### src/common/fbPkg.sv
package fbPkg;

	////////////////////////////////////////////////////////////
	// Stored image geometry.
	////////////////////////////////////////////////////////////
	localparam int fbWidth = 160;
	localparam int fbHeight = 120;
	localparam int fbPixels = fbWidth * fbHeight; // Depth of one bank.
	localparam int scaleShift = 2; // 4x upscale on both axes.
	localparam int fbAddrW = 15;
	localparam int palDepth = 8;

	////////////////////////////////////////////////////////////
	// VGA 640x480 timing at the 25 MHz pixel clock.
	////////////////////////////////////////////////////////////
	localparam int cntW = 10;
	localparam int hActive = 640;
	localparam int hFront = 16;
	localparam int hSync = 96;
	localparam int hBack = 48;
	localparam int hSyncStart = hActive + hFront;
	localparam int hSyncEnd = hSyncStart + hSync;
	localparam int hTotal = hSyncEnd + hBack; // 800.
	localparam int vActive = 480;
	localparam int vFront = 10;
	localparam int vSync = 2;
	localparam int vBack = 33;
	localparam int vSyncStart = vActive + vFront;
	localparam int vSyncEnd = vSyncStart + vSync;
	localparam int vTotal = vSyncEnd + vBack; // 525.

	typedef logic [2:0] pixelT; // Palette index.
	typedef logic [11:0] colorT; // 4 bits each of R, G, B.
	typedef logic [fbAddrW-1:0] fbAddrT;
	typedef logic [cntW-1:0] cntT;

	// Register map.
	localparam int axiAddrW = 8;
	localparam logic [axiAddrW-1:0] regCtrl = 8'h00;
	localparam logic [axiAddrW-1:0] regPixel = 8'h04;
	localparam logic [axiAddrW-1:0] regPaletteBase = 8'h20;

endpackage

### src/axiLiteRegs.sv
`timescale 1ns/1ps

module axiLiteRegs
(
	input  logic clk,
	input  logic reset,
	input  logic awvalid,
	output logic awready,
	input  logic [fbPkg::axiAddrW-1:0] awaddr,
	input  logic wvalid,
	output logic wready,
	input  logic [31:0] wdata,
	input  logic [3:0] wstrb,
	output logic bvalid,
	input  logic bready,
	output logic [1:0] bresp,
	input  logic arvalid,
	output logic arready,
	input  logic [fbPkg::axiAddrW-1:0] araddr,
	output logic rvalid,
	input  logic rready,
	output logic [31:0] rdata,
	output logic [1:0] rresp,
	input  logic frontBank,
	input  logic swapPending,
	output logic pixWe,
	output fbPkg::fbAddrT pixAddr,
	output fbPkg::pixelT pixData,
	output logic palWe,
	output fbPkg::pixelT palIndex,
	output fbPkg::colorT palColor,
	output logic swapReq
);

	logic awHeld; // Address latched, waiting for data.
	logic wHeld; // Data latched, waiting for address.
	logic [fbPkg::axiAddrW-1:0] addrQ;
	logic [31:0] dataQ;
	logic [3:0] strbQ;
	logic fire; // Both halves of the write present.
	logic fullWord;
	logic isCtrl;
	logic isPixel;
	logic isPal;
	fbPkg::fbAddrT pixAddrField;

	// One write in flight. No new AW or W until the response is taken.
	assign awready = !awHeld && !bvalid;
	assign wready = !wHeld && !bvalid;
	assign arready = !rvalid;
	assign bresp = 2'b00; // Always OKAY.
	assign rresp = 2'b00;

	////////////////////////////////////////////////////////////
	// Offset decode.
	////////////////////////////////////////////////////////////
	assign fire = awHeld && wHeld;
	assign fullWord = strbQ == 4'hF; // Partial strobes are dropped.
	assign pixAddrField = dataQ[14:0];
	assign isCtrl = addrQ == fbPkg::regCtrl;
	assign isPixel = (addrQ == fbPkg::regPixel) &&
		(pixAddrField < fbPkg::fbAddrT'(fbPkg::fbPixels));
	// 0x20 to 0x3C, word aligned.
	assign isPal = (addrQ[fbPkg::axiAddrW-1:5] == fbPkg::regPaletteBase[fbPkg::axiAddrW-1:5]) &&
		(addrQ[1:0] == 2'b00);

	always_ff @(posedge clk)
	begin
		if (reset)
		begin
			awHeld <= 1'b0;
			wHeld <= 1'b0;
			bvalid <= 1'b0;
			rvalid <= 1'b0;
			pixWe <= 1'b0;
			palWe <= 1'b0;
			swapReq <= 1'b0;
		end
		else
		begin
			// Side effects pulse together with bvalid.
			pixWe <= fire && fullWord && isPixel;
			palWe <= fire && fullWord && isPal;
			swapReq <= fire && fullWord && isCtrl && dataQ[0];

			if (fire)
				awHeld <= 1'b0;
			else if (awvalid && awready)
				awHeld <= 1'b1;

			if (fire)
				wHeld <= 1'b0;
			else if (wvalid && wready)
				wHeld <= 1'b1;

			if (fire)
				bvalid <= 1'b1;
			else if (bready)
				bvalid <= 1'b0; // Response taken.

			if (arvalid && arready)
				rvalid <= 1'b1;
			else if (rready)
				rvalid <= 1'b0;
		end
	end

	// Payload path.
	always_ff @(posedge clk)
	begin
		if (awvalid && awready)
			addrQ <= awaddr;
		if (wvalid && wready)
		begin
			dataQ <= wdata;
			strbQ <= wstrb;
		end
		if (fire)
		begin
			pixAddr <= pixAddrField;
			pixData <= dataQ[18:16]; // Index field.
			palIndex <= addrQ[4:2]; // Entry number.
			palColor <= dataQ[11:0];
		end
		if (arvalid && arready)
			rdata <= (araddr == fbPkg::regCtrl) ? {30'b0, swapPending, frontBank} : 32'b0;
	end

	aBvalidHold: assert property (@(posedge clk) disable iff (reset)
		bvalid && !bready |=> bvalid)
		else $error("bvalid dropped without bready");

	aPixRange: assert property (@(posedge clk) disable iff (reset)
		pixWe |-> (pixAddr < fbPkg::fbAddrT'(fbPkg::fbPixels)))
		else $error("pixel write out of range");

endmodule

### config.mk
export PLATFORM = sky130hd
export DESIGN_NAME = axiLiteRegs
export DESIGN_NICKNAME = d
export VERILOG_FILES = /design/src/common/fbPkg.sv /design/src/axiLiteRegs.sv
export SDC_FILE = /design/constraint.sdc
export NUM_CORES = 1
export LEC_CHECK = 0
export BUFFER_PORTS_ARGS = -buffer_cell sky130_fd_sc_hd__buf_4
export CORE_MARGIN = 4
export CORE_UTILIZATION = 43
export DETAILED_ROUTE_END_ITERATION = 8
export PLACE_DENSITY = 0.79
export SLEW_MARGIN = 20
export SYNTH_ARGS = -nofsm -noshare
export SYNTH_HDL_FRONTEND = slang
export SYNTH_SLANG_ARGS = --single-unit
### constraint.sdc
create_clock -name clk -period 3 [get_ports clk]
set_input_delay 0.6 -clock clk [delete_from_list [all_inputs] [get_ports clk]]
set_output_delay 0.6 -clock clk [all_outputs]
set_load 0.005 [all_outputs]
Yosys cells after proc, flatten, opt, wreduce, memory -nomap -nowiden
Cells that the tools add are included.
{"block": "classes", "n_addsub": 0, "multipliers": 0, "n_div": 0, "magnitude_cmp": 1, "eq_ne": 3, "shift": 0, "mux": 4, "n_bitwise": 0, "n_reduce_logical": 23}
{"cell": "8-bit logical NOT", "count": 2}
{"cell": "15-bit less-than comparator, second input constant", "count": 1}
{"cell": "1-bit logical AND", "count": 13}
{"cell": "8-bit by 3-bit equality test with 1-bit output, second input constant", "count": 1}
{"cell": "4-bit equality test, second input constant", "count": 1}
{"cell": "1-bit logical NOT", "count": 4}
{"cell": "1-bit two-way mux", "count": 4}
{"cell": "2-bit nonzero test", "count": 2}
{"cell": "3-bit by 1-bit equality test with 1-bit output, second input constant", "count": 1}
{"cell": "2-bit logical NOT", "count": 1}
{"cell": "2-bit OR reduction", "count": 1}
{"block": "totals", "reg_bits": 103, "latchBits": 0, "ramBits": 0, "romBits": 0, "in_bits": 61, "output_inout_bits": 77, "mem_count": 0}

Longest topological paths before layout
{"block": "depth", "word_depth": 4, "depth_mapped": 4, "ltp_nobuf": 4}

Worst setup path before layout
OpenSTA, ideal clock, no wires.
{"block": "synth_path", "kind": "input -> register", "from": "input wvalid", "to": "register dataQ[0], enable pin", "setup_time_ps": 436, "arrival_time_ps": 2315, "t_required_ps": 2564, "slack_ps": 249, "stages": 1, "n_path_buf": 0, "path_cell_list": "nor3b_1"}
{"block": "synth_via", "elab_chain_len": 1}
{"element": "from (decl)", "line": "axiLiteRegs.sv:10", "rtl": "input logic wvalid,"}
{"element": "1-bit logical AND", "line": "axiLiteRegs.sv:113", "rtl": "if (wvalid && wready)"}
{"element": "to (signal assigned)", "line": "axiLiteRegs.sv:115", "rtl": "dataQ <= wdata;"}
{"element": "to (decl)", "line": "axiLiteRegs.sv:38", "rtl": "logic [31:0] dataQ;"}
No other way between the ends.
A chain may end at the register's enable or synchronous reset.

Worst setup path after layout
{"block": "layout_path", "from": "register wHeld", "to": "register swapReq"}
{"block": "layout_via", "elab_chain_len": 4}
{"element": "from (decl)", "line": "axiLiteRegs.sv:36", "rtl": "logic wHeld;"}
{"element": "from (signal assigned)", "line": "axiLiteRegs.sv:72", "rtl": "wHeld <= 1'b0;"}
{"element": "from (signal assigned)", "line": "axiLiteRegs.sv:92", "rtl": "wHeld <= 1'b0;"}
{"element": "from (signal assigned)", "line": "axiLiteRegs.sv:94", "rtl": "wHeld <= 1'b1;"}
{"element": "1-bit logical AND", "line": "axiLiteRegs.sv:57", "rtl": "assign fire = awHeld && wHeld;"}
{"element": "via fire", "line": "axiLiteRegs.sv:40", "rtl": "logic fire;"}
{"element": "1-bit logical AND (3 in series)", "line": "axiLiteRegs.sv:84", "rtl": "swapReq <= fire && fullWord && isCtrl && dataQ[0];"}
{"element": "to (signal assigned)", "line": "axiLiteRegs.sv:84"}
{"element": "to (decl)", "line": "axiLiteRegs.sv:32", "rtl": "output logic swapReq"}
The timed path passes the listed nets, and every way through them passes these cells.

==> run_results.csv <==
group,metric,value,unit
run_status,status,"finished clean",
min_path,worstHoldPathType,"reg2reg",
finish,layout-drive-gt1-share,46.03,%
finish,final_common_cell,"buf_4",
sta,setup_viol,0,
sta,rsz0062_at_grt,"false",
logic_synthesis,synth_area_per_cell,15.95,µm²
power,total_power,1.940,mW
logic_synthesis,ys_warn_count,0,
clock_tree,cts_setup_buffers,0,
logic_synthesis,yosys.cell_types.count,22,
finish,seqCellArea,1732,µm²
floorplanning,core_area,5172,µm²
grt,grt_pass1_vias,1228,
floorplanning,dieArea,6618,µm²
grt,grt_overflow,0,
clock_tree,cts_hold_buf,0,
sta,whs,0.4174,ns
floorplanning,num_rows,26,
place,placedCellCount,293,
sta,slew_viol_final,0,
power,ir_worst_vdd,0.0004908,V
critical_path,reg2reg_depth,4,
sta,finalClockSkew,0.01069,ns
logic_synthesis,synthesis.area,2313,µm²
detailed_routing,vias,1251,
floorplanning,ios,138,
sta,fin_crit_sh,57.35,%
finish,area.growth.synth_to_final,33.91,%
critical_path,cp.required,3.25,ns
logic_synthesis,synth_cells,145,
place,gp_congestion,0.6875,
logic_synthesis,yosysTopAreaCell,"edfxtp_1",
sta,tns,0,ns
logic_synthesis,synth_seq_cells,60,
finish,final_cell_area,3098,µm²
floorplanning,die_x,81.35,µm
clock_tree,cts_made_buffers,9,
finish,final_nets,295,
clock_tree,path_clk_slew,0.07,ns
logic_synthesis,yosysTopAreaCellShare,68.79,%
logic_synthesis,ys_seq_area_share,74.85,%
power,power.density,626.3,nW/µm²
clock_tree,cts_resized,0,
finish,fill_cells,423,
clock_tree,cts_buffer_depth,2,
place,dpl_cell_area,2868,µm²
min_path,hold_end,"pixAddr[6]",
critical_path,endpoint_kind,"flip-flop",
sta,fmaxAchievable,581.2,MHz
critical_path,timing.rr.end,"swapReq",
critical_path,r2r-start,"wHeld",
min_path,hold_path.startpoint,"dataQ[6]",
clock_tree,cts.sinks,60,
power,p_leak,1.309,nW
grt,antenna_found_initial,0,
detailed_routing,avgViaCountPerCell,4.049,
floorplanning,initial_core_util,44.73,%
detailed_routing,drt_pre_antenna_iters,4,
finish,stdcell_count,309,
floorplanning,die_y,81.35,µm
critical_path,r2r_setup_slack,1.28,ns
grt,grt_max_degree,24,
run,maxCapViolations,0,
logic_synthesis,synth.area.top_cells,"edfxtp_1, buf_4, dfxtp_1, nor2_1, inv_1",
sta,tightest_slew,0.8234,ns
grt,grt_pass1_wl,5492,µm
clock_tree,cts_root_buf,"clkbuf_8",
critical_path,cp.arrival,1.97,ns
finish,layout_common_cells,"buf_4, edfxtp_1, conb_1, nor2_1, clkbuf_8",
clock_tree,clk_latency,0.32,ns
clock_tree,htree_levels,3,
clock_tree,tritoncts,"done",
place,post-dp-hpwl,2994,µm
sta,hold_violations,0,
sta,min_period,1.720,ns
grt,track_usage,11.76,%
critical_path,critPathMaxFanout,22,
finish,multiInputGateArea,342.8,µm²
detailed_routing,wl_per_cell,12.28,µm
min_path,min_path_cells,0,
critical_path,cp-start-kind,"flip-flop",
detailed_routing,route.final.wire_length,3796,µm
critical_path,path_class,"reg2reg",
detailed_routing,postRouteAntennaNets,0,
detailed_routing,drc_errors,0,
place,place.port_buffers,89,
finish,n_antenna_cell,0,
sta,slew-limit-headroom,45.05,%
detailed_routing,first_iter_violations,42,
## power by group
group | switching, mW | internal (mW) | total, mW
logic | 0.0559 | 0.0714 | 0.127
clock network | 0.284 | 0.545 | 0.829
registers | 0.0206 | 0.963 | 0.984
total | 0.361 | 1.58 | 1.94
## worst max path at each step
stage / start / end / slack, ns / cells after the start
3_5_place_dp: wHeld / swapReq / 1.24 / 4
6_report: wHeld / swapReq / 1.28 / 4
3_3_place_gp: wHeld / swapReq / 1.35 / 4
2_1_floorplan: wvalid / dataQ[0] / 0.25 / 1
4_1_cts: wHeld / swapReq / 1.22 / 4
5_1_grt: wHeld / swapReq / 1.06 / 4
## state kept, by name (all words and copies together) (netlist names), 2 cells and up
name,cells
pixData,3
rdata,2
strbQ,4
palIndex,3
pixAddr,15
addrQ,8
dataQ,18
## cells by family after synthesis
logic type	synth area share (%)
AND/OR/NAND/NOR	7.355
other	0.1621
buffers and inverters	15.90
flip-flops	74.85
AO/OA/AOI/OAI	1.731
## worst max-delay path, cell delays in order, from the launching register on
cell     delay, ns
dfxtp_1       0.43
nand2_1       0.13
inv_1         0.62
nand4_2       0.23
nor3b_2       0.23
## area by class of cell
class	instances	area share (%)
multi-input cells	66	11.07
flip-flops and latches	60	55.90
clock inverters	6	3.312
well taps	70	2.827
inverters	6	0.7270
repair buffers	91	22.05
clock buffers	10	4.120
## metal layers
| layer | up-vias | GRT usage (%) | part of all wire (%) |
|---|---|---|---|
| met4 | 0 | 7.095 | 1.4 |
| met5 | - | 0 | 0 |
| met2 | 83 | 19.22 | 52 |
| li1 | 608 | - | - |
| met3 | 6 | 6.984 | 13 |
| met1 | 554 | 11.26 | 33 |
## stage by stage
step	setup slack, ns	utilization, %
detailed placement	1.238	55.44
floorplan	0.2492	-
global route	1.063	59.89
CTS	1.218	59.89
finish	1.280	59.89
global placement	1.347	55.44
## synthesized netlist by cell type
| master | number |
|---|---|
| nor4_1 | 1 |
| a211oi_1 | 1 |
| a21oi_1 | 4 |
| edfxtp_1 | 53 |
| nand2b_1 | 1 |
| o21ai_0 | 1 |
| nand3_1 | 1 |
| dfxtp_1 | 7 |
| nor2b_1 | 1 |
| nand4_2 | 1 |
| nor4_2 | 1 |
| nor4b_2 | 1 |
| nor2_1 | 10 |
| nor4_4 | 1 |
| and4_1 | 1 |
| conb_1 | 1 |
| buf_4 | 46 |
| o211ai_1 | 1 |
| nor3b_1 | 2 |
| nor3b_2 | 1 |
| inv_1 | 6 |
| nand2_1 | 3 |
(Power assumes the default switching activity.)
