==> src/common/fbPkg.sv <==
package fbPkg;

	////////////////////////////////////////////////////////////
	// Stored image geometry.
	////////////////////////////////////////////////////////////
	localparam int fbWidth = 160;
	localparam int fbHeight = 120;
	localparam int fbPixels = fbWidth * fbHeight; // Depth of one bank.
	localparam int scaleShift = 2; // 4x upscale on both axes.
	localparam int fbAddrW = 15;
	localparam int palDepth = 8;

	////////////////////////////////////////////////////////////
	// VGA 640x480 timing at the 25 MHz pixel clock.
	////////////////////////////////////////////////////////////
	localparam int cntW = 10;
	localparam int hActive = 640;
	localparam int hFront = 16;
	localparam int hSync = 96;
	localparam int hBack = 48;
	localparam int hSyncStart = hActive + hFront;
	localparam int hSyncEnd = hSyncStart + hSync;
	localparam int hTotal = hSyncEnd + hBack; // 800.
	localparam int vActive = 480;
	localparam int vFront = 10;
	localparam int vSync = 2;
	localparam int vBack = 33;
	localparam int vSyncStart = vActive + vFront;
	localparam int vSyncEnd = vSyncStart + vSync;
	localparam int vTotal = vSyncEnd + vBack; // 525.

	typedef logic [2:0] pixelT; // Palette index.
	typedef logic [11:0] colorT; // 4 bits each of R, G, B.
	typedef logic [fbAddrW-1:0] fbAddrT;
	typedef logic [cntW-1:0] cntT;

	// Register map.
	localparam int axiAddrW = 8;
	localparam logic [axiAddrW-1:0] regCtrl = 8'h00;
	localparam logic [axiAddrW-1:0] regPixel = 8'h04;
	localparam logic [axiAddrW-1:0] regPaletteBase = 8'h20;

endpackage

==> src/scanout/vgaTiming.sv <==
`timescale 1ns/1ps

module vgaTiming
(
	input  logic clk,
	input  logic reset,
	output fbPkg::cntT hCount,
	output fbPkg::cntT vCount,
	output logic active,
	output logic hsyncRaw,
	output logic vsyncRaw,
	output logic frameEnd
);

	logic lineEnd;
	logic lastLine;

	assign lineEnd = hCount == fbPkg::cntT'(fbPkg::hTotal - 1);
	assign lastLine = vCount == fbPkg::cntT'(fbPkg::vTotal - 1);
	assign frameEnd = lineEnd && lastLine; // Last pixel of the frame.

	////////////////////////////////////////////////////////////
	// Raster counters.
	////////////////////////////////////////////////////////////
	always_ff @(posedge clk)
	begin
		if (reset)
		begin
			hCount <= '0;
			vCount <= '0;
		end
		else if (lineEnd)
		begin
			hCount <= '0;
			if (lastLine)
				vCount <= '0;
			else
				vCount <= vCount + 1'b1;
		end
		else
			hCount <= hCount + 1'b1;
	end

	// Visible 640x480 window.
	assign active = (hCount < fbPkg::cntT'(fbPkg::hActive)) &&
		(vCount < fbPkg::cntT'(fbPkg::vActive));

	// Sync pulses, active low.
	assign hsyncRaw = !((hCount >= fbPkg::cntT'(fbPkg::hSyncStart)) &&
		(hCount < fbPkg::cntT'(fbPkg::hSyncEnd)));
	assign vsyncRaw = !((vCount >= fbPkg::cntT'(fbPkg::vSyncStart)) &&
		(vCount < fbPkg::cntT'(fbPkg::vSyncEnd)));

	aCountRange: assert property (@(posedge clk) disable iff (reset)
		(hCount < fbPkg::cntT'(fbPkg::hTotal)) && (vCount < fbPkg::cntT'(fbPkg::vTotal)))
		else $error("raster counter out of range");

endmodule

==> config.mk <==
export PLATFORM = sky130hd
export DESIGN_NAME = vgaTiming
export DESIGN_NICKNAME = d
export VERILOG_FILES = /design/src/common/fbPkg.sv /design/src/scanout/vgaTiming.sv
export SDC_FILE = /design/constraint.sdc
export NUM_CORES = 1
export LEC_CHECK = 0
export BUFFER_PORTS_ARGS = -buffer_cell sky130_fd_sc_hd__clkbuf_2
export CORE_ASPECT_RATIO = 0.75
export CORE_UTILIZATION = 30
export CTS_CLUSTER_DIAMETER = 50
export CTS_CLUSTER_SIZE = 28
export DETAILED_ROUTE_END_ITERATION = 10
export PLACE_DENSITY = 0.61
export SETUP_SLACK_MARGIN = 0.15
export SLEW_MARGIN = 15
export SYNTH_ARGS = -nofsm -noshare
export SYNTH_HDL_FRONTEND = slang
export SYNTH_SLANG_ARGS = --single-unit
export TNS_END_PERCENT = 20
==> constraint.sdc <==
create_clock -name clk -period 2.75 [get_ports clk]
set_input_delay 0.4125 -clock clk [delete_from_list [all_inputs] [get_ports clk]]
set_output_delay 0.4125 -clock clk [all_outputs]
set_load 0.05 [all_outputs]
### Word-level counts from Yosys, hierarchy flattened

Index checks and enable logic that the tools add are counted.

| word-level totals | value |
|---|---|
| register bits after elaboration | 20 |

| cells by class | value |
|---|---|
| add/subtract/negate cells | 2 |
| reductions and logical operators | 7 |
| mux-type cells | 1 |
| magnitude comparators | 6 |
| eq/ne operators | 2 |

Operators with widths:

| kind | number |
|---|---|
| $add 10x1->10 const B | 2 |
| $eq 10x10->1 const B | 2 |
| $lt 10x10->1 const B | 2 |
| $lt 10x9->1 const B | 2 |
| $ge 10x10->1 const B | 1 |
| $ge 10x9->1 const B | 1 |
| $mux 10 | 1 |
| $logic_and 1x1->1 | 4 |
| $logic_not 1->1 | 2 |
| $reduce_or 2->1 | 1 |

### Depth between registers and ports, before layout

Gate-level depths: netlist (run 1).

| logic depth | value |
|---|---|
| word-level depth | 3 |
| depth in mapped cells | 7 |

### Worst setup path before layout (run 1)

No wires, ideal clock.

| timing | value |
|---|---|
| path kind | reg2out |
| start point | register hCount[0] |
| end point | output port frameEnd |
| path buffers | 1 |
| arrival | 2.151 ns |
| required time | 2.338 ns |
| stages on the path, launching flop included | 6 |
| setup slack | 0.187 ns |
| cell sequence | dfxtp_1 ha_1 and4_1 buf_4 nand3_2 nor2_1 |

| between the ends | value |
|---|---|
| word-level cells in the longest chain between the ends | 2 |

RTL lines:

| what | line | RTL |
|---|---|---|
| from (decl) | vgaTiming.sv:7 | `output fbPkg::cntT hCount,` |
| from (signal assigned) | vgaTiming.sv:41 | `hCount <= hCount + 1'b1;` |
| $eq 10x10->1 | vgaTiming.sv:18 | `assign lineEnd = hCount == fbPkg::cntT'(fbPkg::hTotal - 1);` |
| $logic_and 1x1->1 | vgaTiming.sv:20 | `assign frameEnd = lineEnd && lastLine;` |
| to (decl) | vgaTiming.sv:12 | `output logic frameEnd` |

Every way passes these cells.

### Final worst setup path (run 1)

Same ends and word-level chain as after synthesis.

==> results of run 1 <==
## worst max-delay path: stages, from the launching register on
cell and delay [ps]:
dfxtp_1 410, ha_1 260, and4_1 340, nand3_2 200, nor2_1 160, clkbuf_2 290
## logic make-up after synthesis
group | Yosys count
AO/OA/AOI/OAI | 12
XOR/XNOR | 12
adder cells (fa/ha/maj) | 4
buffers and inverters | 7
flip-flops | 20
multiplexers | 1
AND/OR/NAND/NOR | 61
## cell usage in the layout (no fill, tap or decap), types with 3 or more instances in the layout
cell type	count
clkbuf_2	25
dfxtp_1	20
nor2_1	17
nand2_1	11
o21ai_0	6
xor2_1	6
xnor2_1	6
inv_1	5
nand3_1	5
or3_1	5
a21oi_1	5
nor3_1	4
ha_1	4
clkbuf_8	4
and3_1	3
nand4_1	3
## Yosys cell counts (all sizes together)
| cell | n | share of area |
|---|---|---|
| a21oi | 5 | 0.025 |
| and3 | 3 | 0.019 |
| and3b | 1 | 0.0088 |
| and4 | 1 | 0.0088 |
| and4b | 1 | 0.010 |
| buf | 1 | 0.0075 |
| clkbuf | 1 | 0.0038 |
| dfxtp | 20 | 0.40 |
| ha | 4 | 0.050 |
| inv | 5 | 0.019 |
| mux2i | 1 | 0.010 |
| nand2 | 11 | 0.041 |
| nand2b | 1 | 0.0063 |
| nand3 | 6 | 0.035 |
| nand3b | 1 | 0.0075 |
| nand4 | 4 | 0.031 |
| nor2 | 17 | 0.064 |
| nor2b | 1 | 0.0063 |
| nor3 | 4 | 0.020 |
| nor3b | 2 | 0.026 |
| nor4 | 1 | 0.0063 |
| nor4b | 1 | 0.0088 |
| o21ai | 6 | 0.030 |
| o21bai | 1 | 0.011 |
| or3 | 5 | 0.031 |
| or4 | 1 | 0.0075 |
| xnor2 | 6 | 0.053 |
| xor2 | 6 | 0.053 |
## state kept, by name, summed over array words and instances, names as in the netlist
| name | count |
|---|---|
| vCount | 10 |
| hCount | 10 |
## power groups by stage
stage | clock [W] | sequential (W) | combinational, W
after CTS | 0.000230 | 0.000298 | 0.0000319
after global routing | 0.000237 | 0.000299 | 0.0000340
final | 0.000223 | 0.000298 | 0.0000316
after global placement | 0 | 0.000305 | 0.0000312
after floorplan | 0 | 0.000317 | 0.0000115
after detailed placement | 0 | 0.000305 | 0.0000318
## final timing paths
| check | from | endpoint | slack (ps) | cells after the start |
|---|---|---|---|---|
| worst max-delay path | hCount[0] | frameEnd | 420 | 5 |
| worst min-delay path | reset | hCount[2] | 360 | 2 |
| worst max register to register | hCount[0] | vCount[9] | 880 | 5 |
| worst min register to register | hCount[0] | hCount[0] | 490 | 1 |
## through the flow
stage | util | instance area [um2] | hold slack (ps) | std cells
finish | 0.397 | 1220 | 363 | 182
global route | 0.397 | 1220 | 369 | 182
CTS | 0.397 | 1220 | 360 | 182
detailed placement | 0.379 | 1160 | 480 | 178
global placement | 0.379 | 1160 | 468 | 178
floorplan | - | 1000 | 485 | 117
## final cells by class
| type | count | area [um2] |
|---|---|---|
| Fill cell | 327 | 1850 |
| Multi-Input combinational cell | 90 | 569 |
| Sequential cell | 20 | 400 |
| Timing Repair Buffer | 25 | 125 |
| Clock buffer | 4 | 55.1 |
| Tap cell | 38 | 47.5 |
| Inverter | 5 | 18.8 |
## metal layers
layer | vias up | track usage
met1 | 417 | 0.180
li1 | 454 | -
met3 | 2 | 0.0197
met2 | 21 | 0.222
met4 | 0 | 0.0417
met5 | - | 0
==> impl_metrics.json, run 1 <==
{
  "synth-adder-area-share": 0.0501,
  "fin_crit_ps": 2330,
  "worstSetupStartpointType": "flip-flop",
  "worstMarginPinSlew_ps": 425,
  "yosys_warnings": 0,
  "synth_nets": 123,
  "required_ps": 2340,
  "grt_pass1_wl_um": 3590,
  "p_leak_nw": 0.492,
  "worstPathArrival_ps": 1920,
  "total_power_w": 0.000553,
  "critical_path_class": "flip-flop to output pin",
  "vias": 894,
  "power.density_nw_per_um2": 454,
  "critPathCaptureType": "output pin",
  "grt_setup_unrepaired": "no",
  "wirelength_um": 2170,
  "clkPwrFrac": 0.404,
  "wl_met1_um": 1010,
  "avgViaCountPerCell": 4.91,
  "drive_gt1_frac": 0.229,
  "grt_overflow": 0,
  "cts_tree": "built",
  "place_ws_ps": 701,
  "dr.pass1.iters": 4,
  "cts_buffers": 3,
  "switching_share": 0.225,
  "drv_slew": 0,
  "htreeDepth": 1,
  "synth_xor_area_frac": 0.105,
  "core_area_um2": 3060,
  "antenna_found_initial": 0,
  "yosysUniqueCellTypes": 31,
  "dr.max_layer_used": "met4",
  "ir_drop_uv": 194,
  "min_path_type": "primary input to flip-flop",
  "worstSkewPairLatency_ps": 260,
  "layout.nets": 151,
  "clock_skew_ps": 3.26,
  "p_int_w": 0.000428,
  "synth_top_family_by_area": "simple AND/OR/NAND/NOR gates",
  "postCtsSetupBuffers": 0,
  "path_clk_slew_ps": 70,
  "syn_area_um2": 1000,
  "pwr-share-comb": 0.057,
  "ys_seq_area_frac": 0.401,
  "die_area_um2": 3570,
  "setup_slack_ps": 421,
  "cts_resized": 0,
  "synthSimpleGateAreaFrac": 0.338,
  "wl_met3_um": 81,
  "num_antenna_cells": 0,
  "outcome": "complete, no violations",
  "hold_buffers": 0,
  "p_switching_w": 0.000124,
  "area_delta_synth_final_pct": 21.7,
  "gp_congestion": 0.748,
  "crit_fanout": 7,
  "rows": 17,
  "cts_root_buf": "clkbuf_8",
  "syn_avg_cell_area_um2": 8.54,
  "fin_setup_tns_ps": 0,
  "synth_mux_area_frac": 0.0100,
  "syn-instance-count": 117,
  "port_buffers": 25,
  "max_freq_ghz": 0.429,
  "period_share": 0.847,
  "die_w_um": 68.7,
  "setup_viol": 0,
  "grtUsageTotal": 0.135,
  "drt_iter0_markers": 63,
  "dp_hpwl_um": 1640,
  "drtAntennaViolNets": 0,
  "routedWlPerCell_um": 11.9,
  "grt_max_degree": 12,
  "ys_ff_latch": 20,
  "grt_pass1_vias": 814,
  "drc": 0,
  "die_y_um": 52.0,
  "ioPinCount": 26,
  "synth_compound_area_frac": 0.0663,
  "timing_hold_violations_final": 0,
  "maxCapViolCount": 0,
  "clock_sinks": 20,
  "clockBufferDepth": 2,
  "sequentialPowerShare": 0.539,
  "maxSlewHeadroom": 0.717,
  "met2_wirelength_um": 1070,
  "initial_core_util": 0.326
}
(Power assumes the default switching activity.)
==> run 2: changes to the inputs <==
--- a/config.mk
+++ b/config.mk
@@ -11,7 +11,7 @@
 export CTS_CLUSTER_DIAMETER = 50
 export CTS_CLUSTER_SIZE = 28
 export DETAILED_ROUTE_END_ITERATION = 10
-export PLACE_DENSITY = 0.61
+export PLACE_DENSITY = 0.63
 export SETUP_SLACK_MARGIN = 0.15
 export SLEW_MARGIN = 15
 export SYNTH_ARGS = -nofsm -noshare
==> constraint.sdc (replaced) <==
create_clock -name clk -period 2.05 [get_ports clk]
set_input_delay 0.3075 -clock clk [delete_from_list [all_inputs] [get_ports clk]]
set_output_delay 0.3075 -clock clk [all_outputs]
set_load 0.05 [all_outputs]
==> run 2 against run 1 <==
- critical path type unchanged
- sequential power is 33% higher
- flip-flop and latch count stayed put
- global-route usage is 0.26 points higher
- first-iteration DRC count is 70% lower
- final cell count is 2.7% higher
- total power is 26% higher
- largest power group unchanged
- clock power is 13% higher
- setup slack worse by 230 ps
- clock-buffer cell count is 1 lower
- via count is 1.0% higher
- sequential share of layout area is 1.9 points lower
==> impl_metrics.json, run 2 (synthesized netlist as in run 1, its figures left out) <==
{
  "cp.depth": 4,
  "initial_core_util": 0.326,
  "die_area_um2": 3570,
  "setup_viol": 0,
  "clock_sinks": 20,
  "rows": 17,
  "design_area_um2": 1360,
  "drt_iter0_markers": 19,
  "htreeDepth": 1,
  "avgViaCountPerCell": 4.83,
  "critPathCaptureType": "output pin",
  "final_core_util": 0.443,
  "cts_root_buf": "clkbuf_8",
  "cp_slowest_cell": "or4_4",
  "worstMarginPinSlew_ps": 438,
  "hold_path_end": "hCount[2]",
  "layout.nets": 157,
  "grt_pass1_vias": 757,
  "setup_slack_ps": 187,
  "critical_path_class": "flip-flop to output pin",
  "place_area_um2": 1190,
  "min_path_type": "primary input to flip-flop",
  "fin_setup_tns_ps": 0,
  "area_delta_synth_final_pct": 35.8,
  "period_share": 0.909,
  "worstSkewPairLatency_ps": 250,
  "layout_common_cells": "clkbuf_2, nor2_1, dfxtp_1, nand2_1",
  "p_leak_nw": 0.546,
  "rr_endpoint": "vCount[0]",
  "reg2reg_slack_ps": 320,
  "core_area_um2": 3060,
  "drtAntennaViolNets": 0,
  "grt_setup_unrepaired": "yes",
  "path_clk_slew_ps": 70,
  "drv_slew": 0,
  "clock_skew_ps": 5.64,
  "drive_gt1_frac": 0.362,
  "power.density_nw_per_um2": 511,
  "total_power_w": 0.000694,
  "num_antenna_cells": 0,
  "port_buffers": 25,
  "fin_crit_ps": 1860,
  "startpoint": "vCount[7]",
  "rr_worst_depth": 7,
  "ioPinCount": 26,
  "fillers": 293,
  "hold-path-cell-count": 2,
  "worstPathArrival_ps": 1560,
  "maxCapViolCount": 0,
  "die_w_um": 68.7,
  "maxSlewHeadroom": 0.708,
  "grt_max_degree": 11,
  "r2r-start": "vCount[1]",
  "min_from": "reset",
  "worstSetupStartpointType": "flip-flop",
  "crit_fanout": 5,
  "ir_drop_uv": 280,
  "cts_buffers": 3,
  "die_y_um": 52.0,
  "crit_chain": "and3_4, nand2_2, or4_4, buf_8",
  "drc": 0,
  "top_regs": "hCount x10, vCount x10",
  "grt_overflow": 0,
  "outcome": "complete, no violations",
  "clockBufferDepth": 2,
  "vias": 903,
  "path_buf_inv": 1,
  "max_freq_ghz": 0.537,
  "gp_congestion": 0.747,
  "required_ps": 1740,
  "antenna_found_initial": 0,
  "dp_hpwl_um": 1700,
  "critPathMaxStageDelay_ps": 490,
  "cts_tree": "built",
  "grt_pass1_wl_um": 3570,
  "dr.pass1.iters": 4,
  "hold_buffers": 0,
  "crit_family": "simple AND/OR/NAND/NOR gates",
  "grtUsageTotal": 0.138,
  "timing_hold_violations_final": 0,
  "place_ws_ps": 166,
  "layout_commonest_cell": "clkbuf_2",
  "routedWlPerCell_um": 12.9,
  "wirelength_um": 2420
}
==> run 2: cell types whose count changed in the layout (fill, tap and decap cells not counted), sizes merged <==
| cell | previous run | this run |
|---|---|---|
| clkbuf | 29 | 26 |
| buf | 0 | 8 |
==> run 2: cell type report <==
type	instances	area, um2	area share
repair buffers	31	190	0.140
inverters	5	18.8	0.0138
flip-flops and latches	20	422	0.311
well taps	38	47.5	0.0350
multi-input cells	90	638	0.470
clock buffers	3	41.3	0.0304
==> run 2: where the power goes <==
group / leakage (nW) / internal, W / switching [W]
Sequential: 0.166 / 0.000388 / 0.00000759
Combinational: 0.358 / 0.0000129 / 0.0000341
Clock: 0.0216 / 0.000131 / 0.000121
==> run 2: worst register-to-register path, cell delays in order, from the launching register on <==
cell and delay, ps:
dfxtp_4 350, inv_1 110, ha_4 150, nor4b_4 170, nand4_1 190, buf_4 190
o21bai_2 360, nor2_1 90
==> run 2: through the flow <==
stage	hold slack, ps	cells
2_1_floorplan	380	117
3_3_place_gp	441	180
3_5_place_dp	462	180
4_1_cts	254	184
5_1_grt	261	187
6_report	263	187
==> run 2: worst max path at each step <==
stage | endpoint | slack, ps
floorplan | frameEnd | 150
global placement | frameEnd | 210
detailed placement | frameEnd | 170
CTS | vsyncRaw | 150
global route | frameEnd | 110
finish | vsyncRaw | 190
==> run 2: what timing repair did <==
action | 4_1_cts | 5_1_grt
gates cloned | 0 | 0
pin swaps | 1 | 1
gates resized for setup | 11 | 15
setup endpoints to repair | 2 | 12
buffers inserted | 1 | 3
==> run 2: layer usage <==
layer | share of wire | up-vias | global-route usage
met2 | 0.51 | 14 | 0.245
met5 | 0 | - | 0
met3 | 0.021 | 6 | 0.0263
li1 | - | 468 | -
met4 | 0.021 | 0 | 0.0417
met1 | 0.45 | 415 | 0.164
==> run 3: changes to the inputs <==
--- a/config.mk
+++ b/config.mk
@@ -7,11 +7,13 @@
 export LEC_CHECK = 0
 export BUFFER_PORTS_ARGS = -buffer_cell sky130_fd_sc_hd__clkbuf_2
 export CORE_ASPECT_RATIO = 0.75
-export CORE_UTILIZATION = 30
+export CORE_UTILIZATION = 48
+export CTS_BUF_LIST = sky130_fd_sc_hd__clkbuf_4 sky130_fd_sc_hd__clkbuf_8
 export CTS_CLUSTER_DIAMETER = 50
 export CTS_CLUSTER_SIZE = 28
 export DETAILED_ROUTE_END_ITERATION = 10
-export PLACE_DENSITY = 0.63
+export GPL_TIMING_DRIVEN = 0
+export PLACE_DENSITY = 0.87
 export SETUP_SLACK_MARGIN = 0.15
 export SLEW_MARGIN = 15
 export SYNTH_ARGS = -nofsm -noshare
==> run 3 against run 2 <==
- clock-buffer cell count up 1
- critical path type unchanged
- register-to-register slack got worse by 40 ps
- sequential share of layout area is 0.88 points lower
==> impl_metrics.json, run 3 (synthesized netlist as in run 1, its figures left out) <==
{
  "die_area_um2": 2270,
  "cts_root_buf": "clkbuf_4",
  "cp_slowest_cell": "or4_4",
  "worstSkewPairLatency_ps": 300,
  "ioPinCount": 26,
  "total_power_w": 0.000670,
  "crit_chain": "buf_6, nand3b_1, or4_4, buf_8",
  "grt_setup_unrepaired": "yes",
  "num_antenna_cells": 0,
  "min_path_type": "primary input to flip-flop",
  "clockBufferDepth": 2,
  "port_buffers": 25,
  "layout.nets": 166,
  "reg2reg_slack_ps": 280,
  "p_leak_nw": 0.591,
  "crit_fanout": 6,
  "hold_path_end": "hCount[4]",
  "fin_hold_ws_ps": 192,
  "maxSlewHeadroom": 0.700,
  "fin_setup_tns_ps": 0,
  "p_int_w": 0.000509,
  "antenna_found_initial": 0,
  "max_freq_ghz": 0.533,
  "initial_core_util": 0.544,
  "grt_max_degree": 12,
  "drive_gt1_frac": 0.403,
  "clock_sinks": 20,
  "critPathMaxStageDelay_ps": 500,
  "htreeDepth": 1,
  "grt_overflow": 0,
  "drtAntennaViolNets": 0,
  "pwr-share-comb": 0.071,
  "die_w_um": 54.7,
  "grtUsageMet3": 0.0806,
  "period_share": 0.916,
  "busiest_layer": "met2",
  "dr.pass1.iters": 4,
  "cts_tree": "built",
  "sequentialPowerShare": 0.587,
  "rows": 13,
  "critical_path_class": "flip-flop to output pin",
  "layout_commonest_cell": "clkbuf_2",
  "maxCapViolCount": 0,
  "worstSetupStartpointType": "flip-flop",
  "avgViaCountPerCell": 5.63,
  "clock_skew_ps": 3.29,
  "setup_viol": 0,
  "r2r-start": "hCount[1]",
  "fin_crit_ps": 1880,
  "area_delta_synth_final_pct": 41.4,
  "final_core_util": 0.769,
  "cts_buffers": 3,
  "timing_hold_violations_final": 0,
  "grtUsageTotal": 0.249,
  "clkPwrFrac": 0.342,
  "grt_use_met2": 0.378,
  "core_area_um2": 1840,
  "ir_drop_uv": 505,
  "power.density_nw_per_um2": 474,
  "critPathCaptureType": "output pin",
  "met1_usage": 0.336,
  "rr_endpoint": "vCount[7]",
  "required_ps": 1740,
  "drc": 0,
  "grt_pass1_wl_um": 4110,
  "switching_share": 0.241,
  "dp_hpwl_um": 1570,
  "hold_buffers": 0,
  "rr_worst_depth": 7,
  "worstPathArrival_ps": 1570,
  "grt_pass1_vias": 899,
  "p_switching_w": 0.000162,
  "wirelength_um": 2510,
  "min_from": "reset",
  "drv_slew": 0,
  "gp_congestion": 0.858,
  "hold-path-cell-count": 2,
  "die_y_um": 41.5,
  "startpoint": "vCount[1]",
  "path_clk_slew_ps": 110,
  "outcome": "complete, no violations",
  "worstMarginPinSlew_ps": 450,
  "layout_common_cells": "clkbuf_2, nor2_1, dfxtp_1, buf_4, nand2_1",
  "top_regs": "hCount x10, vCount x10",
  "routedWlPerCell_um": 13.9,
  "drt_iter0_markers": 22,
  "vias": 1019
}
run 3: cell count changes in the layout (fill, tap and decap cells not counted), moves of 2 or more:
cell / before / now
buf_4: 6 / 12
buf_6: 0 / 2
clkbuf_4: 0 / 3
clkbuf_8: 3 / 1
dfxtp_2: 2 / 0
dfxtp_4: 5 / 7
inv_4: 0 / 2
run 3: layout make-up:
| class | count | area (um2) |
|---|---|---|
| inverter | 5 | 23.8 |
| fill | 113 | 424 |
| multi-input combinational | 90 | 638 |
| timing repair buffer | 38 | 246 |
| sequential | 20 | 427 |
| clock buffer | 4 | 36.3 |
| buffer | 2 | 15.0 |
| tap | 22 | 27.5 |
run 3: critical path, delay by kind of cell (launching register included):
family | cells | cell delay, ps
simple gates | 2 | 600
buf+inv | 2 | 280
flops | 1 | 380
run 3: timing repair:
action / in CTS / in global routing
setup buffers: 9 / 4
gates resized for setup: 26 / 6
setup endpoints to repair: 2 / 2
pin swaps: 3 / 3
cloned: 0 / 0
run 3: power groups by stage:
stage	Combinational [W]	Clock (W)	Sequential (W)
floorplan	0.0000153	0	0.000426
global placement	0.0000418	0	0.000409
detailed placement	0.0000426	0	0.000410
CTS	0.0000470	0.000231	0.000394
global route	0.0000510	0.000251	0.000395
finish	0.0000474	0.000229	0.000394
run 3: worst max-delay path by stage:
stage	endpoint	slack, ps	depth (start not counted)
3_5_place_dp	frameEnd	180	6
3_3_place_gp	frameEnd	210	6
5_1_grt	frameEnd	110	5
4_1_cts	frameEnd	130	6
6_report	vsyncRaw	170	4
2_1_floorplan	frameEnd	150	5
run 3: metrics by stage:
stage	instance area (um2)	instances	setup WS, ps
final	1410	181	173
after global routing	1410	181	113
after CTS	1370	177	130
after detailed placement	1170	164	181
after global placement	1170	164	211
after floorplan	1010	117	154
run 3: routing by layer:
layer | wire length, um | vias to the layer above
met5 | 0 | -
met4 | 34 | 0
met3 | 174 | 4
met2 | 1190 | 41
met1 | 1110 | 484
li1 | - | 490
